`config.mk`:
```
export PLATFORM = sky130hd
export DESIGN_NAME = frame_reorder_top
export DESIGN_NICKNAME = d
export VERILOG_FILES = /design/src/logic/fft_stream_pkg.sv /design/src/logic/frame_permute.sv /design/src/logic/frame_reorder_top.sv /design/src/logic/sample_deserializer.sv /design/src/logic/sample_serializer.sv
export SDC_FILE = /design/constraint.sdc
export NUM_CORES = 1
export LEC_CHECK = 0
export BUFFER_PORTS_ARGS = -buffer_cell sky130_fd_sc_hd__buf_4
export CAP_MARGIN = 20
export CORE_ASPECT_RATIO = 0.6
export CORE_UTILIZATION = 25
export DETAILED_ROUTE_END_ITERATION = 10
export PLACE_DENSITY = 0.35
export SLEW_MARGIN = 25
export SYNTH_ARGS = -nofsm -noshare
export SYNTH_HDL_FRONTEND = slang
export SYNTH_SLANG_ARGS = --single-unit
export TNS_END_PERCENT = 50
```
`constraint.sdc`:
```
create_clock -name clk -period 9.8 [get_ports clk]
set_input_delay 1.47 -clock clk [delete_from_list [all_inputs] [get_ports clk]]
set_output_delay 1.47 -clock clk [all_outputs]
set_load 0.02 [all_outputs]
```
`src/logic/fft_stream_pkg.sv`:
```
package fft_stream_pkg;

  // ==========================================================================
  // frame permutation modes
  // ==========================================================================

  // mode travels with the first sample of a frame.
  typedef enum logic [1:0] {
    PERM_PASS    = 2'd0, // input order.
    PERM_BITREV  = 2'd1, // fft input order.
    PERM_REVERSE = 2'd2  // last sample first.
  } permute_mode_e;

  // ==========================================================================
  // serializer control
  // ==========================================================================

  typedef enum logic {
    SER_LOAD = 1'b0, // waiting on a permuted frame.
    SER_SEND = 1'b1  // draining samples.
  } ser_state_e;

endpackage

```
`src/logic/frame_permute.sv`:
```
`timescale 1ns/1ps

module frame_permute
  import fft_stream_pkg::*;
#(
  parameter int BIT_WIDTH = 16,
  parameter int N_SAMPLES = 8
) (
  input  logic                           clk,
  input  logic                           reset,

  input  logic [BIT_WIDTH*N_SAMPLES-1:0] frame,
  input  permute_mode_e                  frame_mode,
  input  logic                           frame_val,
  output logic                           frame_rdy,

  output logic [BIT_WIDTH*N_SAMPLES-1:0] perm_frame,
  output logic                           perm_val,
  input  logic                           perm_rdy
);

  localparam int IDX_W = $clog2(N_SAMPLES);
  localparam logic [IDX_W-1:0] LAST_IDX = IDX_W'(N_SAMPLES - 1);

  logic [BIT_WIDTH*N_SAMPLES-1:0] reordered;
  logic [IDX_W-1:0]               dst_idx;

  // output slot of the sample sitting at idx.
  function automatic logic [IDX_W-1:0] out_slot(input permute_mode_e mode,
                                                input logic [IDX_W-1:0] idx);
    logic [IDX_W-1:0] rev;
    for (int b = 0; b < IDX_W; b++) begin
      rev[b] = idx[IDX_W-1-b];
    end
    case (mode)
      PERM_BITREV:  return rev;
      PERM_REVERSE: return LAST_IDX - idx;
      default:      return idx;
    endcase
  endfunction

  // ==========================================================================
  // index permutation
  // ==========================================================================

  always_comb begin
    reordered = '0;
    dst_idx   = '0;
    for (int i = 0; i < N_SAMPLES; i++) begin
      dst_idx = out_slot(frame_mode, IDX_W'(i));
      reordered[dst_idx*BIT_WIDTH +: BIT_WIDTH] = frame[i*BIT_WIDTH +: BIT_WIDTH];
    end
  end

  // ==========================================================================
  // one-entry pipeline register
  // ==========================================================================

  assign frame_rdy = ~perm_val | perm_rdy; // empty, or draining this cycle.

  always_ff @(posedge clk) begin
    if (reset) begin
      perm_val <= 1'b0;
    end else if (frame_rdy) begin
      perm_val <= frame_val;
    end
  end

  always_ff @(posedge clk) begin
    if (frame_val && frame_rdy) begin
      perm_frame <= reordered;
    end
  end

endmodule

```
`src/logic/frame_reorder_top.sv`:
```
`timescale 1ns/1ps

module frame_reorder_top
  import fft_stream_pkg::*;
#(
  parameter int BIT_WIDTH = 16,
  parameter int N_SAMPLES = 8 // power of two, at least 2.
) (
  input  logic                 clk,
  input  logic                 reset,

  input  logic [BIT_WIDTH-1:0] in_msg,
  input  permute_mode_e        in_mode,
  input  logic                 in_val,
  output logic                 in_rdy,

  output logic [BIT_WIDTH-1:0] out_msg,
  output logic                 out_val,
  input  logic                 out_rdy
);

  // deserializer to permuter.
  logic [BIT_WIDTH*N_SAMPLES-1:0] frame;
  permute_mode_e                  frame_mode;
  logic                           frame_val;
  logic                           frame_rdy;

  // permuter to serializer.
  logic [BIT_WIDTH*N_SAMPLES-1:0] perm_frame;
  logic                           perm_val;
  logic                           perm_rdy;

  // ==========================================================================
  // sample in, frame out
  // ==========================================================================

  sample_deserializer #(
    .BIT_WIDTH(BIT_WIDTH),
    .N_SAMPLES(N_SAMPLES)
  ) sample_deserializer_inst (
    .clk        (clk),
    .reset      (reset),
    .in_msg     (in_msg),
    .in_mode    (in_mode),
    .in_val     (in_val),
    .in_rdy     (in_rdy),
    .frame      (frame),
    .frame_mode (frame_mode),
    .frame_val  (frame_val),
    .frame_rdy  (frame_rdy)
  );

  frame_permute #(
    .BIT_WIDTH(BIT_WIDTH),
    .N_SAMPLES(N_SAMPLES)
  ) frame_permute_inst (
    .clk        (clk),
    .reset      (reset),
    .frame      (frame),
    .frame_mode (frame_mode),
    .frame_val  (frame_val),
    .frame_rdy  (frame_rdy),
    .perm_frame (perm_frame),
    .perm_val   (perm_val),
    .perm_rdy   (perm_rdy)
  );

  // ==========================================================================
  // frame in, sample out
  // ==========================================================================

  sample_serializer #(
    .BIT_WIDTH(BIT_WIDTH),
    .N_SAMPLES(N_SAMPLES)
  ) sample_serializer_inst (
    .clk        (clk),
    .reset      (reset),
    .perm_frame (perm_frame),
    .perm_val   (perm_val),
    .perm_rdy   (perm_rdy),
    .out_msg    (out_msg),
    .out_val    (out_val),
    .out_rdy    (out_rdy)
  );

endmodule

```
`src/logic/sample_deserializer.sv`:
```
`timescale 1ns/1ps

module sample_deserializer
  import fft_stream_pkg::*;
#(
  parameter int BIT_WIDTH = 16,
  parameter int N_SAMPLES = 8
) (
  input  logic                           clk,
  input  logic                           reset,

  input  logic [BIT_WIDTH-1:0]           in_msg,
  input  permute_mode_e                  in_mode,
  input  logic                           in_val,
  output logic                           in_rdy,

  output logic [BIT_WIDTH*N_SAMPLES-1:0] frame,
  output permute_mode_e                  frame_mode,
  output logic                           frame_val,
  input  logic                           frame_rdy
);

  localparam int IDX_W = $clog2(N_SAMPLES);
  localparam logic [IDX_W-1:0] LAST_IDX = IDX_W'(N_SAMPLES - 1);

  logic [IDX_W-1:0] fill_cnt; // next slot to write.
  logic             full;
  logic             in_fire;
  logic             frame_fire;

  assign in_rdy     = ~full;
  assign frame_val  = full;
  assign in_fire    = in_val & in_rdy;
  assign frame_fire = frame_val & frame_rdy;

  // ==========================================================================
  // fill counter and full flag
  // ==========================================================================

  always_ff @(posedge clk) begin
    if (reset) begin
      fill_cnt <= '0;
      full     <= 1'b0;
    end else begin
      if (in_fire) begin
        if (fill_cnt == LAST_IDX) begin
          fill_cnt <= '0;
          full     <= 1'b1; // frame complete.
        end else begin
          fill_cnt <= fill_cnt + 1'b1;
        end
      end
      if (frame_fire) begin
        full <= 1'b0; // handed over, accept again next cycle.
      end
    end
  end

  // ==========================================================================
  // sample slots and mode capture
  // ==========================================================================

  always_ff @(posedge clk) begin
    if (in_fire) begin
      frame[fill_cnt*BIT_WIDTH +: BIT_WIDTH] <= in_msg;
      if (fill_cnt == '0) begin
        frame_mode <= in_mode; // only the first sample carries it.
      end
    end
  end

endmodule

```
`src/logic/sample_serializer.sv`:
```
`timescale 1ns/1ps

module sample_serializer #(
  parameter int BIT_WIDTH = 16,
  parameter int N_SAMPLES = 8
) (
  input  logic                           clk,
  input  logic                           reset,

  input  logic [BIT_WIDTH*N_SAMPLES-1:0] perm_frame,
  input  logic                           perm_val,
  output logic                           perm_rdy,

  output logic [BIT_WIDTH-1:0]           out_msg,
  output logic                           out_val,
  input  logic                           out_rdy
);

  localparam int IDX_W = $clog2(N_SAMPLES);

  logic [BIT_WIDTH*N_SAMPLES-1:0] frame_q;
  logic [IDX_W-1:0]               mux_sel;
  logic                           reg_en;

  always_ff @(posedge clk) begin
    if (reg_en) begin
      frame_q <= perm_frame;
    end
  end

  assign out_msg = frame_q[mux_sel*BIT_WIDTH +: BIT_WIDTH]; // current sample.

  serializer_control #(
    .N_SAMPLES(N_SAMPLES)
  ) serializer_control_inst (
    .clk      (clk),
    .reset    (reset),
    .perm_val (perm_val),
    .perm_rdy (perm_rdy),
    .out_val  (out_val),
    .out_rdy  (out_rdy),
    .mux_sel  (mux_sel),
    .reg_en   (reg_en)
  );

endmodule

// ============================================================================
// load/send FSM and sample counter
// ============================================================================

module serializer_control
  import fft_stream_pkg::*;
#(
  parameter int N_SAMPLES = 8
) (
  input  logic                         clk,
  input  logic                         reset,

  input  logic                         perm_val,
  output logic                         perm_rdy,

  output logic                         out_val,
  input  logic                         out_rdy,

  output logic [$clog2(N_SAMPLES)-1:0] mux_sel,
  output logic                         reg_en
);

  localparam int IDX_W = $clog2(N_SAMPLES);
  localparam logic [IDX_W-1:0] LAST_IDX = IDX_W'(N_SAMPLES - 1);

  ser_state_e state;
  ser_state_e next_state;
  logic       out_fire;

  assign perm_rdy = (state == SER_LOAD);
  assign out_val  = (state == SER_SEND);
  assign reg_en   = perm_rdy & perm_val;
  assign out_fire = out_val & out_rdy;

  always_comb begin
    next_state = state;
    case (state)
      SER_LOAD: begin
        if (perm_val) begin
          next_state = SER_SEND;
        end
      end
      SER_SEND: begin
        if (out_fire && mux_sel == LAST_IDX) begin
          next_state = SER_LOAD; // last sample taken.
        end
      end
      default: next_state = SER_LOAD;
    endcase
  end

  always_ff @(posedge clk) begin
    if (reset) begin
      state   <= SER_LOAD;
      mux_sel <= '0;
    end else begin
      state <= next_state;
      if (out_fire) begin
        mux_sel <= (mux_sel == LAST_IDX) ? '0 : mux_sel + 1'b1;
      end
    end
  end

endmodule

```
## Word level (Yosys, flattened, before mapping)

Index checks and enable logic that the tools add are counted.

- Output and inout port bits: 18
- Register bits after elaboration: 395
- ROM bits: 0
- Word-level logic and storage cells: 79
- Input bits: 22
- RAM bits: 0
- Memories kept: 0
- Latch bits: 0

- Magnitude comparators: 0
- Multiplexer cells: 21
- Div/mod/pow operators: 0
- Add/sub/neg operators: 11
- Equality and inequality tests: 4
- Reductions and logical operators: 6
- $mul: 0
- Shifts and indexed selects: 19
- Bitwise gates (word level): 9

Operators with widths:

| operator | count |
|---|---|
| variable shift 16 x 34 -> 128 bit (first input constant) | 9 |
| variable part select 16 x 34 -> 128 bit | 9 |
| bitwise mux 128 bit | 8 |
| negation 7 -> 34 bit | 9 |
| AND 128 bit | 1 |
| variable part select 128 x 8 -> 16 bit | 1 |
| one-hot mux 3 bit (2 select lines) | 4 |
| two-way mux 3 bit | 6 |
| adder 3 x 1 -> 3 bit (second input constant) | 2 |
| == test 3 bit (second input constant) | 2 |
| AND 1 bit | 4 |
| AND reduction 2 bit | 2 |
| logical NOT 3 bit | 1 |
| NOT 1 bit | 3 |
| == test 2 x 1 -> 1 bit (second input constant) | 1 |
| == test 2 bit (second input constant) | 1 |
| logical AND 1 bit | 2 |
| two-way mux 1 bit | 2 |
| one-hot mux 1 bit (2 select lines) | 1 |
| OR reduction 2 bit | 1 |
| bitwise OR 1 bit | 1 |

## Depth between registers and ports, before layout

Gate-level depths: netlist (run 1).

- Depth after elaboration: 12
- Mapped depth: 8
- Depth with buffers taken out: 6

## Hierarchy

Synthesis (run 1) repeated with hierarchy kept, for this count alone.

- Cells, all modules: 1019
- Area total of the unflattened synthesis: 16479.6 µm²

Modules (own cells, without submodules):

| module | seq. area each (µm²) | area an instance (µm²) | cells an instance | times used |
|---|---|---|---|---|
| frame_permute | 3863.7 | 6178.4 | 467 | 1 |
| sample_deserializer | 3983.8 | 5178.7 | 347 | 1 |
| sample_serializer | 3843.7 | 4914.7 | 185 | 1 |
| serializer_control | 80.1 | 207.7 | 20 | 1 |

## Least setup slack after synthesis (run 1)

Ideal clock, no wire load.

- Path kind: register -> register
- Start: register sample_serializer_inst.serializer_control_inst.state, in the netlist sample_serializer_inst.serializer_control_inst.out_val
- End: register frame_permute_inst.perm_frame[0] (enable)
- Cell stages (with the launch flop): 3
- Path slack: 2.364 ns
- Clock period less this slack: 7.436 ns
- Data arrival time: 6.778 ns
- Data required time: 9.142 ns
- Cells stage by stage: dfxtp_1 -> clkbuf_1 -> a21oi_1

- Word-level cells in the longest chain between the ends: 3

RTL lines:

| element | line | text |
|---|---|---|
| start: declaration | sample_serializer.sv:73 | `ser_state_e state;` |
| start signal: assignment | sample_serializer.sv:104 | `state <= next_state;` |
| NOT 1 bit | sample_serializer.sv:77 | `assign perm_rdy = (state == SER_LOAD);` |
| bitwise OR 1 bit | frame_permute.sv:59 | `assign frame_rdy = ~perm_val \| perm_rdy;` |
| logical AND 1 bit | frame_permute.sv:70 | `if (frame_val && frame_rdy) begin` |
| end signal: assignment | frame_permute.sv:71 | `perm_frame <= reordered;` |
| end: declaration | frame_permute.sv:17 | `output logic [BIT_WIDTH*N_SAMPLES-1:0] perm_frame,` |

Every way passes these cells.
A chain may end at the register's enable or synchronous reset.

## Worst setup path after layout (run 1)

- Start: register sample_serializer_inst.serializer_control_inst.mux_sel[0]
- End: output port out_msg[7]

- Word-level cells in the longest chain between the ends: 1

RTL lines:

| element | line | text |
|---|---|---|
| start: declaration | sample_serializer.sv:66 | `output logic [$clog2(N_SAMPLES)-1:0] mux_sel,` |
| start signal: assignment | sample_serializer.sv:106 | `mux_sel <= (mux_sel == LAST_IDX) ? '0 : mux_sel + 1'b1;` |
| variable part select 128 x 8 -> 16 bit | sample_serializer.sv:31 | `assign out_msg = frame_q[mux_sel*BIT_WIDTH +: BIT_WIDTH];` |
| end: declaration | frame_reorder_top.sv:17 | `output logic [BIT_WIDTH-1:0] out_msg,` |

Every way passes these cells.

==> summary.txt, run 1 <==
Clock tree
  – Root Driver: clkbuf_16
  – Post-CTS Setup Inserts: 0
  – # hold bufs at CTS: 0
  – Clock tree buffer depth: 3
  – H-tree depth: 2
  – Num CTS Buffers: 40
  – Post-CTS sizing: 0
  – CTS tree: yes
  – Clock latency on the worst-skew pair: 0.55 ns
  – CTS clk-pin slew, worst paths: 0.07 ns
  – Clk sinks: 395

Synthesis
  – Synth Instances: 1007
  – Adder-cell area share of the yosys netlist: 0.770%
  – Ys async rst share: 0%
  – Sequential element share of the synthesized area: 72.4%
  – XOR/XNOR Fraction of Synth Area: 0%
  – Syn avg cell area: 16.1 µm²
  – Synth Area in Simple Gates: 8.02%
  – Synth Warn #: 0
  – Ys flop type: edfxtp_1
  – Post-Syn Nets: 1039
  – Largest family of logic cells by synthesized area: multiplexers
  – Seq cells post-synth: 395
  – Mapped cell area: 16300 µm²
  – Synth Area in Compound Gates: 7.04%
  – Post-synth cell types: 45
  – Post-synth EDFFs: 386
  – Post-synthesis mux area share: 9.51%

Power and ir drop
  – Int Power: 2.82 mW
  – Worst VDD drop: 0.0879 mV
  – Sequential Power Share: 51.0%
  – Power Dens Cells: 192 nW/µm²
  – Combinational share of power: 5.3%
  – Sw Pwr: 0.815 mW
  – Clk pwr share: 43.7%
  – Sw frac: 22.4%
  – Leakage: 6.07 nW

Placed design
  – I/O Buffers: 39
  – Final GP Congestion: 0.754
  – Placed Instance Area: 17600 µm²
  – Post-DP HPWL: 29200 µm

STA
  – Setup Skew: 0.0182 ns
  – Worst slew pin tran: 1.00 ns
  – Finish-stage setup viols: 0
  – Tcrit/Tclk final: 41.5%
  – Slew HR: 33.0%
  – Fin. Hold Viols: 0
  – Setup TNS: 0 ns
  – Peak Freq: 246 MHz
  – Slew Viols, Final: 0
  – Fin crit period: 4.06 ns
  – RSZ-0062 raised after global routing: false

Critical path
  – R2R cell count: 7
  – Critical path fanouts, max: 35
  – Crit path DAT: 2.59 ns
  – Required time of the critical path: 8.33 ns
  – Setup CP Type: reg2out
  – R2R Path Start: sample_deserializer_inst.fill_cnt[0]
  – R2R Path End: sample_deserializer_inst.frame[74]
  – R2r setup slk: 6.27 ns
  – CP Capture Type: output port
  – CP startpoint kind: register

Drt
  – Average wire per standard cell: 24.0 µm
  – Drt total wl: 46200 µm
  – Pre-Repair DR Iteration Count: 5
  – Vias: 8850
  – Routed Antenna Nets: 0
  – Remaining DRCs: 0
  – Vias per cell: 4.60
  – Number of DRC markers in iteration 0: 688

Die
  – Die Width: 331 µm
  – Site Rows: 71
  – Die area: 66100 µm²
  – Core box area: 63400 µm²
  – IO Count: 40
  – Starting Density: 25.6%
  – Die Ht: 200 µm

GRT
  – Initial antenna violation count: 1
  – All-Layer GR Usage: 14.1%
  – Vias in the first global route: 8812
  – First-pass GRT wire length: 65700 µm
  – Grt total ovfl: 0
  – Pin count of the biggest net entering global routing: 71

Worst hold path
  – WHS Path Cells: 0
  – Hold Path Sink: sample_serializer_inst.frame_q[37]
  – Hold path start: frame_permute_inst.perm_frame[37]
  – Hold Crit Class: reg2reg

Run
  – MaxCap Viol Count: 0

Layout
  – Layout cells sized above 1: 19.2%
  – Area grow syn2layout: 16.6%
  – Post-route cell area: 19000 µm²
  – Leading cell type in the layout, fill and taps excluded: edfxtp_1
  – Most frequent cells in the layout: 386 x edfxtp_1, 88 x nand2_1, 70 x nor2_1, 68 x buf_4, 66 x and2_1
  – Post-layout net count: 1089
  – ANT cells: 0

Status
  – Status: finished clean
==> power by group through the flow <==
stage / clock, mW / sequential [mW] / combinational, mW
floorplan: 0 / 1.89 / 0.107
global placement: 0 / 1.89 / 0.195
detailed placement: 0 / 1.89 / 0.194
CTS: 1.64 / 1.85 / 0.195
global route: 1.70 / 1.85 / 0.208
finish: 1.59 / 1.85 / 0.194
==> layout make-up <==
| type | instances | area (µm²) |
|---|---|---|
| fill | 6321 | 44500 |
| sequential | 395 | 11800 |
| multi-input combinational | 539 | 4220 |
| tap | 839 | 1050 |
| clock buffer | 42 | 1030 |
| timing repair buffer | 71 | 544 |
| clock inverter | 29 | 298 |
| inverter | 10 | 37.5 |
==> cell families after synthesis <==
family	Yosys count
compound gates	170
fa+ha+maj	10
buf+inv	73
flops	395
mux	98
simple gates	261
==> metal layers <==
layer,track usage (%),share of wire (%),vias up
met3,2.46,3.9,56
met1,23.1,56,4593
met4,2.65,1.5,0
met2,18.8,39,200
met5,0,0,-
li1,-,-,4001
==> how the worst max path moves through the flow <==
stage                                          from  cells after the start                             endpoint  slack, ns
2_1_floorplan                              register                      2     frame_permute_inst.perm_frame[0]       2.36
3_3_place_gp   sample_deserializer_inst.fill_cnt[0]                      6  sample_deserializer_inst.frame[106]       5.59
3_5_place_dp   sample_deserializer_inst.fill_cnt[0]                      7   sample_deserializer_inst.frame[70]       6.20
4_1_cts                                    register                      4                           out_msg[7]       5.68
5_1_grt                                    register                      4                           out_msg[7]       5.63
6_report                                   register                      4                           out_msg[7]       5.74
==> metrics by stage <==
step / cells / hold WS, ns / setup slack, ns / util (%) / power, mW
after floorplan: 1007 / 0.400 / 2.36 / - / 2.00
after global placement: 1851 / 0.402 / 5.59 / 27.7 / 2.09
after detailed placement: 1854 / 0.405 / 6.20 / 27.8 / 2.08
after CTS: 1925 / 0.411 / 5.68 / 29.9 / 3.69
after global routing: 1925 / 0.410 / 5.63 / 29.9 / 3.76
final: 1925 / 0.411 / 5.74 / 29.9 / 3.64
==> cell usage after synthesis, types with 2 or more instances <==
library cell	instances	area, µm²
nor3b_1	3	22.5
a22oi_1	63	473
nand3_1	6	30.0
o21ai_1	4	20.0
o2bb2ai_1	16	140
nor4_1	3	18.8
nor3_1	2	10.0
nor2b_1	5	31.3
clkbuf_1	28	105
buf_2	24	120
inv_1	9	33.8
buf_6	3	33.8
nor4_4	2	42.5
mux4_1	28	736
dfxtp_1	9	180
and2_1	68	425
mux2_2	48	541
nor2_1	70	263
o21ai_0	60	300
buf_4	2	15.0
a21oi_1	7	35.0
clkbuf_2	2	10.0
or3_1	2	12.5
a22o_1	16	140
nand2_1	88	330
buf_1	2	7.51
ha_1	10	125
mux4_2	4	90.1
edfxtp_1	386	11600
nand2b_1	3	18.8
nor3b_2	3	37.5
mux2i_1	18	180
==> registers in the layout, summed over array words and instances (netlist names) <==
name / cells
sample_serializer_inst.frame_q: 128
sample_deserializer_inst.frame: 128
sample_deserializer_inst.fill_cnt: 3
frame_permute_inst.perm_frame: 128
sample_serializer_inst.serializer_control_inst.mux_sel: 3
sample_deserializer_inst.frame_mode: 2
sample_deserializer_inst.frame_val: 1
sample_serializer_inst.serializer_control_inst.out_val: 1
frame_permute_inst.perm_val: 1
==> critical path, cell delays in order, from the launching register on <==
cell	delay (ns)
dfxtp_2	0.31
buf_4	0.59
mux4_1	0.66
mux2_2	0.28
buf_4	0.15
(Power assumes the default switching activity.)
==> run 2: changes to the inputs <==
- clock period: 9.8 -> 4.11 ns (I/O delays scaled with it)
==> summary.txt, run 2 (synthesis results as in run 1) <==
Status
  – Status: finished clean

Critical path
  – R2r setup slk: 0.99 ns
  – Slowest CP cell: dfxtp_2
  – Cell family with most CP delay: multiplexers
  – Critical path fanouts, max: 24
  – Setup CP Type: reg2out
  – R2R cell count: 6
  – R2R Path End: sample_deserializer_inst.frame[88]
  – Worst path max stage delay: 0.68 ns
  – Critical Path, Cell by Cell: buf_12 -> mux4_1 -> mux2_2 -> buf_4
  – CP startpoint kind: register
  – Required time of the critical path: 3.49 ns
  – Buf+Inv Stages, Crit Path: 2
  – R2R Path Start: sample_deserializer_inst.fill_cnt[0]
  – CP Capture Type: output port
  – Crit path DAT: 2.60 ns

STA
  – Worst slew pin tran: 1.05 ns
  – Setup TNS: 0 ns
  – Fin. Hold Viols: 0
  – Slew HR: 30.1%
  – Tcrit/Tclk final: 78.2%
  – Slew Viols, Final: 0
  – RSZ-0062 raised after global routing: false
  – Fin crit period: 3.22 ns
  – Finish-stage setup viols: 0
  – Peak Freq: 311 MHz
  – Final Worst Setup Slack: 0.895 ns
  – Setup Skew: 0.0200 ns

Clock tree
  – # hold bufs at CTS: 0
  – Post-CTS Setup Inserts: 0
  – Clk sinks: 395
  – Root Driver: clkbuf_16
  – Num CTS Buffers: 39
  – CTS tree: yes
  – CTS clk-pin slew, worst paths: 0.06 ns
  – Clock tree buffer depth: 3
  – Post-CTS sizing: 0
  – H-tree depth: 2
  – Clock latency on the worst-skew pair: 0.54 ns

Layout
  – Leading cell type in the layout, fill and taps excluded: edfxtp_1
  – Largest regs: frame_permute_inst.perm_frame x128, sample_deserializer_inst.frame x128, sample_serializer_inst.frame_q x128
  – Layout cells sized above 1: 19.2%
  – Post-layout net count: 1104
  – Post-layout util: 29.8%
  – Most frequent cells in the layout: 386 x edfxtp_1, 88 x nand2_1, 83 x buf_4, 70 x nor2_1, 68 x and2_1
  – Area grow syn2layout: 16.1%

Die
  – Site Rows: 71
  – Die Width: 331 µm
  – IO Count: 40
  – Core box area: 63400 µm²
  – Die Ht: 200 µm
  – Starting Density: 25.6%
  – Die area: 66100 µm²

Placed design
  – Post-DP HPWL: 30800 µm
  – Place WS: 0.972 ns
  – I/O Buffers: 39
  – Final GP Congestion: 0.785

GRT
  – All-Layer GR Usage: 14.8%
  – Vias in the first global route: 9044
  – First-pass GRT wire length: 68800 µm
  – Initial antenna violation count: 1
  – Grt total ovfl: 0
  – Pin count of the biggest net entering global routing: 103

Worst hold path
  – Hold Path Sink: sample_deserializer_inst.frame_mode[1]
  – WHS Path Cells: 1
  – Hold Crit Class: in2reg
  – Hold path start: in_mode[1]

Run
  – MaxCap Viol Count: 0

Drt
  – Vias: 8896
  – M1 WL: 26800 µm
  – Pre-Repair DR Iteration Count: 5
  – Drt total wl: 48200 µm
  – Number of DRC markers in iteration 0: 759
  – Uppermost layer routed: met4
  – Vias per cell: 4.59
  – Met2 WL: 18300 µm
  – Routed Antenna Nets: 0
  – Routed wl met3: 2430 µm
  – Remaining DRCs: 0
  – Average wire per standard cell: 24.9 µm

Power and ir drop
  – Total power draw: 8.25 mW
  – Leakage: 6.03 nW
  – Worst VDD drop: 0.245 mV
  – Power Dens Cells: 437 nW/µm²
==> run 2: cell count changes in the layout (fill, tap and decap cells not counted), sizes merged <==
cell	change
clkinv	-3
buf	+16
bufinv	-5
diode	+2
inv	-2
clkbuf	+5
==> run 2: worst max-delay path by stage <==
stage,start,endpoint,depth (start not counted)
floorplan,register,sample_serializer_inst.frame_q[0],2
CTS,register,out_msg[5],4
detailed placement,sample_deserializer_inst.fill_cnt[0],sample_deserializer_inst.frame[91],6
finish,register,out_msg[5],4
global route,register,out_msg[15],4
global placement,sample_deserializer_inst.fill_cnt[0],sample_deserializer_inst.frame[91],6
==> run 2: metrics by stage <==
step	hold slack, ns	cell area (µm²)	cells
2_1_floorplan	0.400	16300	1007
3_3_place_gp	0.402	17700	1870
3_5_place_dp	0.405	17700	1870
4_1_cts	0.269	18900	1936
5_1_grt	0.268	18900	1936
6_report	0.291	18900	1938
==> run 2: power by group <==
part           internal (mW)  switching (mW)
Combinational          0.143           0.344
Sequential              4.41          0.0151
Clock                   1.80            1.54
==> run 2: cell type report <==
cell class	count	area, µm²
Tap cell	839	1050
Sequential cell	395	11800
Clock buffer	47	1010
Inverter	10	37.5
Fill cell	6344	44600
Multi-Input combinational cell	539	4190
Clock inverter	19	115
Antenna cell	2	5.00
Timing Repair Buffer	87	703
==> run 2: per-layer routing <==
layer | up-vias | global-route usage [%]
met4 | 0 | 2.97
li1 | 4022 | -
met3 | 51 | 2.67
met5 | - | 0
met2 | 242 | 19.2
met1 | 4581 | 24.7
